==> config.mk <==
export PLATFORM = sky130hd
export DESIGN_NAME = shell_top
export DESIGN_NICKNAME = d
export VERILOG_FILES = /design/src/source/shell_pkg.sv /design/src/source/shell_apb_decoder.sv /design/src/source/shell_err_slv.sv /design/src/source/shell_regs.sv /design/src/source/shell_rtc_div.sv /design/src/source/shell_fan_pwm.sv /design/src/source/shell_top.sv
export VERILOG_INCLUDE_DIRS = /design/src /design/src/source
export SDC_FILE = /design/constraint.sdc
export NUM_CORES = 1
export LEC_CHECK = 0
export ABC_AREA = 0
export BUFFER_PORTS_ARGS = -buffer_cell sky130_fd_sc_hd__buf_2
export CORE_ASPECT_RATIO = 0.75
export CORE_MARGIN = 2
export CORE_UTILIZATION = 61
export CTS_CLUSTER_DIAMETER = 30
export DETAILED_ROUTE_END_ITERATION = 6
export PLACE_DENSITY = 0.95
export SLEW_MARGIN = 15
export SYNTH_ARGS = -nofsm -noshare
export SYNTH_HDL_FRONTEND = slang
export SYNTH_HIERARCHICAL = 1
export SYNTH_SLANG_ARGS = --single-unit
==> constraint.sdc <==
create_clock -name soc_clk -period 4.5 [get_ports soc_clk]
set_input_delay 0.675 -clock soc_clk [delete_from_list [all_inputs] [get_ports soc_clk]]
set_output_delay 0.675 -clock soc_clk [all_outputs]
set_load 0.02 [all_outputs]
==> src/source/shell_config.svh <==
// Board shell configuration
// address map, identifiers and divider ratios

`ifndef SHELL_CONFIG_SVH
`define SHELL_CONFIG_SVH

////////////////////////////////////////////////////////////////////////////
// bus widths
////////////////////////////////////////////////////////////////////////////

// apb address and data
`define SHELL_ADDR_W 32
`define SHELL_DATA_W 32

////////////////////////////////////////////////////////////////////////////
// address map and constants
////////////////////////////////////////////////////////////////////////////

// register slave window, everything else goes to the error slave
`define SHELL_REGS_BASE 32'h0000_0000
`define SHELL_REGS_SIZE 32'h0000_0100

// read-only identifier and error read data
`define SHELL_ID_VALUE  32'hC5E5_0001
`define SHELL_ERR_VALUE 32'hBADC_AB1E

// soc_clk cycles per rtc half period, 50 MHz in, 1 MHz out
`define SHELL_RTC_HALF 25

// fan level width, 16 pwm steps
`define SHELL_FAN_W 4

`endif

==> src/source/shell_pkg.sv <==
// Board shell types

`include "shell_config.svh"

package shell_pkg;

  // apb request from the external master
  typedef struct packed {
    logic [`SHELL_ADDR_W-1:0] paddr;
    logic                     pwrite;
    logic [`SHELL_DATA_W-1:0] pwdata;
    logic                     psel;
    logic                     penable;
  } apb_req_t;

  // apb response back to the master
  typedef struct packed {
    logic [`SHELL_DATA_W-1:0] prdata;
    logic                     pready;
    logic                     pslverr;
  } apb_rsp_t;

  // fan control, override bit above the level
  typedef struct packed {
    logic                    ovr_en;
    logic [`SHELL_FAN_W-1:0] level;
  } fan_cfg_t;

  // register offsets inside the register window
  typedef enum logic [7:0] {
    REG_ID      = 8'h00,
    REG_FAN     = 8'h04,
    REG_RTC     = 8'h08,
    REG_SCRATCH = 8'h0C
  } reg_off_e;

endpackage

==> src/source/shell_apb_decoder.sv <==
// APB address decoder

`timescale 1ns/10ps

`include "shell_config.svh"

module shell_apb_decoder
  import shell_pkg::*;
(
  input  apb_req_t apb_req_i,
  output apb_rsp_t apb_rsp_o,
  output apb_req_t regs_req_o,
  input  apb_rsp_t regs_rsp_i,
  output apb_req_t err_req_o,
  input  apb_rsp_t err_rsp_i
);

  logic                     regs_hit;
  logic [`SHELL_ADDR_W-1:0] regs_off;

  // offset relative to the register window
  // subtract first so a zero base needs no lower bound compare
  assign regs_off = apb_req_i.paddr - `SHELL_ADDR_W'(`SHELL_REGS_BASE);
  assign regs_hit = (regs_off < `SHELL_ADDR_W'(`SHELL_REGS_SIZE));

  ////////////////////////////////////////////////////////////////////////////
  // request fan-out
  ////////////////////////////////////////////////////////////////////////////

  // payload goes to both branches
  // only one branch ever sees psel
  always_comb begin
    regs_req_o      = apb_req_i;
    err_req_o       = apb_req_i;
    regs_req_o.psel = apb_req_i.psel & regs_hit;
    err_req_o.psel  = apb_req_i.psel & ~regs_hit;
  end

  ////////////////////////////////////////////////////////////////////////////
  // response mux
  ////////////////////////////////////////////////////////////////////////////

  // same decode picks the answer, unselected slave is idle anyway
  assign apb_rsp_o = regs_hit ? regs_rsp_i : err_rsp_i;

endmodule

==> src/source/shell_err_slv.sv <==
// APB default error slave

`timescale 1ns/10ps

`include "shell_config.svh"

module shell_err_slv
  import shell_pkg::*;
(
  input  logic     soc_clk,
  input  logic     rst_n,
  input  apb_req_t apb_req_i,
  output apb_rsp_t apb_rsp_o
);

  logic access;

  // access phase of a transfer aimed at us
  assign access = apb_req_i.psel & apb_req_i.penable;

  // always ready, always refuses
  assign apb_rsp_o.pready  = access;
  assign apb_rsp_o.pslverr = access;
  // reads see the marker value
  assign apb_rsp_o.prdata  = (access & ~apb_req_i.pwrite) ? `SHELL_ERR_VALUE : '0;

endmodule

==> src/source/shell_regs.sv <==
// APB register file
// ID, fan control, rtc time and scratch

`timescale 1ns/10ps

`include "shell_config.svh"

module shell_regs
  import shell_pkg::*;
(
  input  logic     soc_clk,
  input  logic     rst_n,
  input  apb_req_t apb_req_i,
  output apb_rsp_t apb_rsp_o,
  input  logic     rtc_tick_i,
  output fan_cfg_t fan_cfg_o
);

  reg_off_e                 reg_off;
  logic                     access;
  logic                     wr_en;
  logic                     mapped;
  logic [`SHELL_DATA_W-1:0] rdata;

  fan_cfg_t                 fan_q;
  logic [`SHELL_DATA_W-1:0] rtc_q;
  logic [`SHELL_DATA_W-1:0] scratch_q;

  // window is 256 bytes, low byte is the offset
  assign reg_off = reg_off_e'(apb_req_i.paddr[7:0]);
  assign access  = apb_req_i.psel & apb_req_i.penable;
  assign wr_en   = access & apb_req_i.pwrite;

  ////////////////////////////////////////////////////////////////////////////
  // read decode
  ////////////////////////////////////////////////////////////////////////////

  always_comb begin
    mapped = 1'b1;
    rdata  = '0;
    case (reg_off)
      REG_ID:      rdata = `SHELL_ID_VALUE;
      REG_FAN:     rdata = `SHELL_DATA_W'(fan_q);
      REG_RTC:     rdata = rtc_q;
      REG_SCRATCH: rdata = scratch_q;
      // holes in the window read zero with an error
      default:     mapped = 1'b0;
    endcase
  end

  // no wait states
  assign apb_rsp_o.pready  = access;
  assign apb_rsp_o.pslverr = access & ~mapped;
  // read data only in the access cycle of a read
  assign apb_rsp_o.prdata  = (access & ~apb_req_i.pwrite) ? rdata : '0;

  ////////////////////////////////////////////////////////////////////////////
  // writable registers
  ////////////////////////////////////////////////////////////////////////////

  // fan control, override off and level zero out of reset
  always_ff @(posedge soc_clk, negedge rst_n) begin
    if (!rst_n) begin
      fan_q <= '0;
    end else if (wr_en && reg_off == REG_FAN) begin
      fan_q <= fan_cfg_t'(apb_req_i.pwdata[`SHELL_FAN_W:0]);
    end
  end

  // scratch holds software data only
  always_ff @(posedge soc_clk) begin
    if (wr_en && reg_off == REG_SCRATCH) begin
      scratch_q <= apb_req_i.pwdata;
    end
  end

  // rtc time in rtc periods
  // writes to ID and RTC fall through silently
  always_ff @(posedge soc_clk, negedge rst_n) begin
    if (!rst_n) begin
      rtc_q <= '0;
    end else if (rtc_tick_i) begin
      rtc_q <= rtc_q + 1'b1;
    end
  end

  assign fan_cfg_o = fan_q;

endmodule

==> src/source/shell_rtc_div.sv <==
// RTC clock divider

`timescale 1ns/10ps

`include "shell_config.svh"

module shell_rtc_div (
  input  logic soc_clk,
  input  logic rst_n,
  output logic rtc_clk_o,
  output logic rtc_tick_o
);

  localparam int unsigned CntW = $clog2(`SHELL_RTC_HALF);

  logic [CntW-1:0] cnt_q;
  logic            wrap;
  logic            rtc_clk_q;
  logic            tick_q;

  // last cycle of a half period
  assign wrap = (cnt_q == CntW'(`SHELL_RTC_HALF - 1));

  // half period counter and rtc clock
  // tick is registered so it lines up with the rising edge
  always_ff @(posedge soc_clk, negedge rst_n) begin
    if (!rst_n) begin
      cnt_q     <= '0;
      rtc_clk_q <= 1'b0;
      tick_q    <= 1'b0;
    end else begin
      tick_q <= wrap & ~rtc_clk_q;
      if (wrap) begin
        cnt_q     <= '0;
        rtc_clk_q <= ~rtc_clk_q;
      end else begin
        cnt_q <= cnt_q + 1'b1;
      end
    end
  end

  assign rtc_clk_o  = rtc_clk_q;
  assign rtc_tick_o = tick_q;

endmodule

==> src/source/shell_fan_pwm.sv <==
// Fan level select and PWM

`timescale 1ns/10ps

`include "shell_config.svh"

module shell_fan_pwm
  import shell_pkg::*;
(
  input  logic                    soc_clk,
  input  logic                    rst_n,
  input  logic [`SHELL_FAN_W-1:0] fan_sw_i,
  input  fan_cfg_t                fan_cfg_i,
  output logic                    fan_pwm_o
);

  logic [`SHELL_FAN_W-1:0] fan_level;
  logic [`SHELL_FAN_W-1:0] phase_q;
  logic                    pwm_q;

  // register level wins over the board switches
  assign fan_level = fan_cfg_i.ovr_en ? fan_cfg_i.level : fan_sw_i;

  ////////////////////////////////////////////////////////////////////////////
  // pwm generator
  ////////////////////////////////////////////////////////////////////////////

  // phase wraps every 16 cycles
  // output high for level cycles per period, level 0 stays low
  always_ff @(posedge soc_clk, negedge rst_n) begin
    if (!rst_n) begin
      phase_q <= '0;
      pwm_q   <= 1'b0;
    end else begin
      phase_q <= phase_q + 1'b1;
      pwm_q   <= (phase_q < fan_level);
    end
  end

  assign fan_pwm_o = pwm_q;

endmodule

==> src/source/shell_top.sv <==
// Board shell top level

`timescale 1ns/10ps

`include "shell_config.svh"

module shell_top
  import shell_pkg::*;
(
  input  logic                    soc_clk,
  input  logic                    rst_n,
  input  apb_req_t                apb_req_i,
  output apb_rsp_t                apb_rsp_o,
  input  logic [`SHELL_FAN_W-1:0] fan_sw_i,
  output logic                    fan_pwm_o,
  output logic                    rtc_clk_o
);

  apb_req_t regs_req;
  apb_rsp_t regs_rsp;
  apb_req_t err_req;
  apb_rsp_t err_rsp;
  logic     rtc_tick;
  fan_cfg_t fan_cfg;

  ////////////////////////////////////////////////////////////////////////////
  // register bus
  ////////////////////////////////////////////////////////////////////////////

  shell_apb_decoder i_apb_decoder (
    .apb_req_i  ( apb_req_i ),
    .apb_rsp_o  ( apb_rsp_o ),
    .regs_req_o ( regs_req  ),
    .regs_rsp_i ( regs_rsp  ),
    .err_req_o  ( err_req   ),
    .err_rsp_i  ( err_rsp   )
  );

  // regs slave
  shell_regs i_regs (
    .soc_clk    ( soc_clk   ),
    .rst_n      ( rst_n     ),
    .apb_req_i  ( regs_req  ),
    .apb_rsp_o  ( regs_rsp  ),
    .rtc_tick_i ( rtc_tick  ),
    .fan_cfg_o  ( fan_cfg   )
  );

  // catches everything outside the map
  shell_err_slv i_err_slv (
    .soc_clk   ( soc_clk ),
    .rst_n     ( rst_n   ),
    .apb_req_i ( err_req ),
    .apb_rsp_o ( err_rsp )
  );

  ////////////////////////////////////////////////////////////////////////////
  // rtc and fan
  ////////////////////////////////////////////////////////////////////////////

  shell_rtc_div i_rtc_div (
    .soc_clk    ( soc_clk   ),
    .rst_n      ( rst_n     ),
    .rtc_clk_o  ( rtc_clk_o ),
    .rtc_tick_o ( rtc_tick  )
  );

  shell_fan_pwm i_fan_pwm (
    .soc_clk   ( soc_clk   ),
    .rst_n     ( rst_n     ),
    .fan_sw_i  ( fan_sw_i  ),
    .fan_cfg_i ( fan_cfg   ),
    .fan_pwm_o ( fan_pwm_o )
  );

endmodule

==> impl_summary.txt <==
----------------------------------------------------
[Setup path]
  Reg-to-Reg Start ... i_regs/rtc_q[4]
  Delay contributed by the slowest stage of the critical path ... 850 ps
  Worst reg2reg setup slack ... approximately 2300 ps
  Largest driver fanout on the critical path ... 26
  Series of cell instances along the critical path ... buf_2 -> nor2b_1 -> nor4b_4 -> a22oi_1 -> nor2_1 -> mux2_2 -> buf_2
  Worst Path Required ... 3830 ps
  Type of destination of the critical path ... output pin
  Type of element launching the critical path ... input pin
  Worst path top cell family by delay ... simple AND/OR/NAND/NOR gates
  Buf+Inv Stages, Crit Path ... 2
  Top cell by count, worst path ... sky130_fd_sc_hd__buf_2
  FF-to-FF path depth ... 4
  Crit path kind ... input pin to output pin
  Slowest cell on the critical path ... sky130_fd_sc_hd__nor4b_4
  RR Endpoint ... i_regs/rtc_q[22]
  Endpoint arrival time on the critical path ... 3070 ps

[Route]
  Number of vias per cell ... 5.793
  Antenna viol nets, final ... 0
  DRC violations left ... 0
  Iteration-0 DRC count of the detailed router ... 318
  Initial DRT Pass Iterations ... 6
  Average wire per cell in the routed design ... 16.89 um
  Total length of routed wires ... 10120 um
  Via count of the routed design ... 3470

[STA]
  Post-layout min period ... 3747 ps
  Final Skew ... approximately 12 ps
  Slew Limit Headroom ... 31.35%
  Count of endpoints failing hold in the final timing report ... 0
  Final clock period utilization by the worst path ... 83.26%
  Fin Setup TNS ... 0 ps
  Final setup violation count ... 0
  PnR worst setup slack ... 753.4 ps
  Setup repair after global routing missed its margin ... no
  Top achievable clock speed ... 266.9 MHz
  Final max-slew violation count ... 0
  Worst-Margin Slew ... between 1000 and 1500 ps

[Place]
  Cell total after placement ... 583
  Area of placed instances ... 0.004932 mm2
  Count of buffers inserted at the top-level ports ... 108
  Routability congestion estimate ... a little over 0.9
  Worst slack at placement ... around 840 ps
  Final HPWL from detailed placement ... 7261 um

[Global route]
  Global-route total usage across every layer ... 23.83%
  Antenna violations before repair ... 0
  Maximum number of pins on one net before global-route repair ... 50
  Global-route congestion overflow total ... 0
  Via count of the first global-routing pass ... 3439
  Wire length of the first global-routing pass ... approximately 16000 um

[Clocking]
  CTS clock-pin slew for the worst setup and hold paths ... approximately 70 ps
  Root Buffer ... sky130_fd_sc_hd__clkbuf_8
  CTS Buf Count ... 9
  Maximum root-to-sink buffer count ... 2
  Sinks on Clock Net ... around 80
  Total setup buffers inserted after CTS ... 0
  Clock latency reported for the late side of the worst-skew pair ... 360 ps
  CTS tree ... done
  Max H-tree Level ... 3
  Cts hold-fix bufs ... 0
  Resized cells post-CTS ... 0

[Die]
  Die Outline Area ... just under 0.009 mm2
  Area of the placeable core ... roughly 0.008 mm2
  Count of pins on the block boundary ... 109
  # rows ... 28
  Die X ... 107.3 um
  Initial Util ... between 60 and 70%
  DIE HEIGHT ... 81.51 um

[Final layout]
  Number of antenna diodes ... 0
  Area of all placed cells without fillers ... 0.005139 mm2
  Layout fillers ... 593
  Share of final-layout standard cells stronger than drive strength 1 ... approximately 36%
  Non-filler cells in the finished layout ... 599
  Fin nets ... approximately 570
  Most frequent cells in the layout ... sky130_fd_sc_hd__buf_2 (107), sky130_fd_sc_hd__dfrtp_1 (49), sky130_fd_sc_hd__mux2_2 (42), sky130_fd_sc_hd__nor2_1 (40), sky130_fd_sc_hd__edfxtp_1 (32)
  Area growth, synth to finish ... 5.173%
  Commonest non-fill, non-tap cell in the layout ... sky130_fd_sc_hd__buf_2

[Yosys]
  Post-synthesis instance area ... roughly 0.005 mm2
  Post-synthesis area per instance ... 10.91 um2
  Synthesized netlist cell count ... approximately 450
  Synthesis Warnings ... 6

[Power]
  IR drop worst, VDD ... 0.0002197 V
  Power after layout ... 1.435 mW
  Leakage ... 2.214 nW
  Pwr Density ... approximately 280 mW/mm2

[Flow run]
  Max-cap check violation count ... 0

[Outcome]
  Run status ... finished, final reports clean

[Hold path]
  Type of the most critical hold path ... input pin to async pin

----------------------------------------------------
-- final cells by class --
class / instances / area, um2 / share of cell area (%)
clock buffer: 12 / 135.1 / 2.630
clock inverter: 4 / 68.82 / 1.339
inverter: 7 / 26.28 / 0.5113
multi-input combinational: 279 / 2024 / 39.40
sequential: 81 / 2187 / 42.56
tap: 105 / 131.4 / 2.557
timing repair buffer: 111 / 565.5 / 11.01
-- stage by stage --
step / hold WS (ps) / util [%]
after floorplan: 379.4 / -
after global placement: 466.6 / 62.85
after detailed placement: 459.3 / 62.85
after CTS: 471.3 / 65.45
after global routing: 376.7 / 65.48
final: 320.8 / 65.48
-- routing by layer --
| metal | global-route usage [%] | up-vias | wire length (um) |
|---|---|---|---|
| met5 | 0 | - | 0 |
| met1 | 29.31 | 1669 | 4097 |
| met4 | 8.333 | 0 | 135 |
| met3 | 5.476 | 16 | 1020 |
| met2 | 41.96 | 195 | 4863 |
| li1 | - | 1590 | - |
-- worst reg2reg max path: cells and delay by family, from the launching register on --
family                    cells  cell delay, ps
and+or+nand+nor               3            1410
xor gates and xnor gates      1             180
DFF                           1             480
-- sequential cells by signal, summed over array words and instances (netlist names) --
signal,cells
i_rtc_div/rtc_tick_o,1
i_rtc_div/rtc_clk_o,1
i_rtc_div/cnt_q,5
i_regs/fan_cfg_o,5
i_fan_pwm/fan_pwm_o,1
i_regs/scratch_q,32
i_regs/rtc_q,32
i_fan_pwm/phase_q,4
-- power by group --
group | total (mW) | switching [mW] | internal, mW
clock | 0.554 | 0.244 | 0.310
sequential | 0.768 | 0.0000345 | 0.768
combinational | 0.114 | 0.0653 | 0.0485
total | 1.44 | 0.309 | 1.13
-- worst max path at each step --
stage / to / cells past startpoint / slack [ps] / start
floorplan: apb_rsp_o[28] / 11 / 1230 / apb_req_i[53]
global placement: apb_rsp_o[27] / 9 / 1020 / apb_req_i[54]
detailed placement: apb_rsp_o[31] / 7 / 840 / apb_req_i[38]
CTS: apb_rsp_o[10] / 7 / 810 / apb_req_i[38]
global route: apb_rsp_o[21] / 7 / 530 / apb_req_i[38]
finish: apb_rsp_o[10] / 7 / 750 / apb_req_i[38]
(Power assumes the default switching activity.)
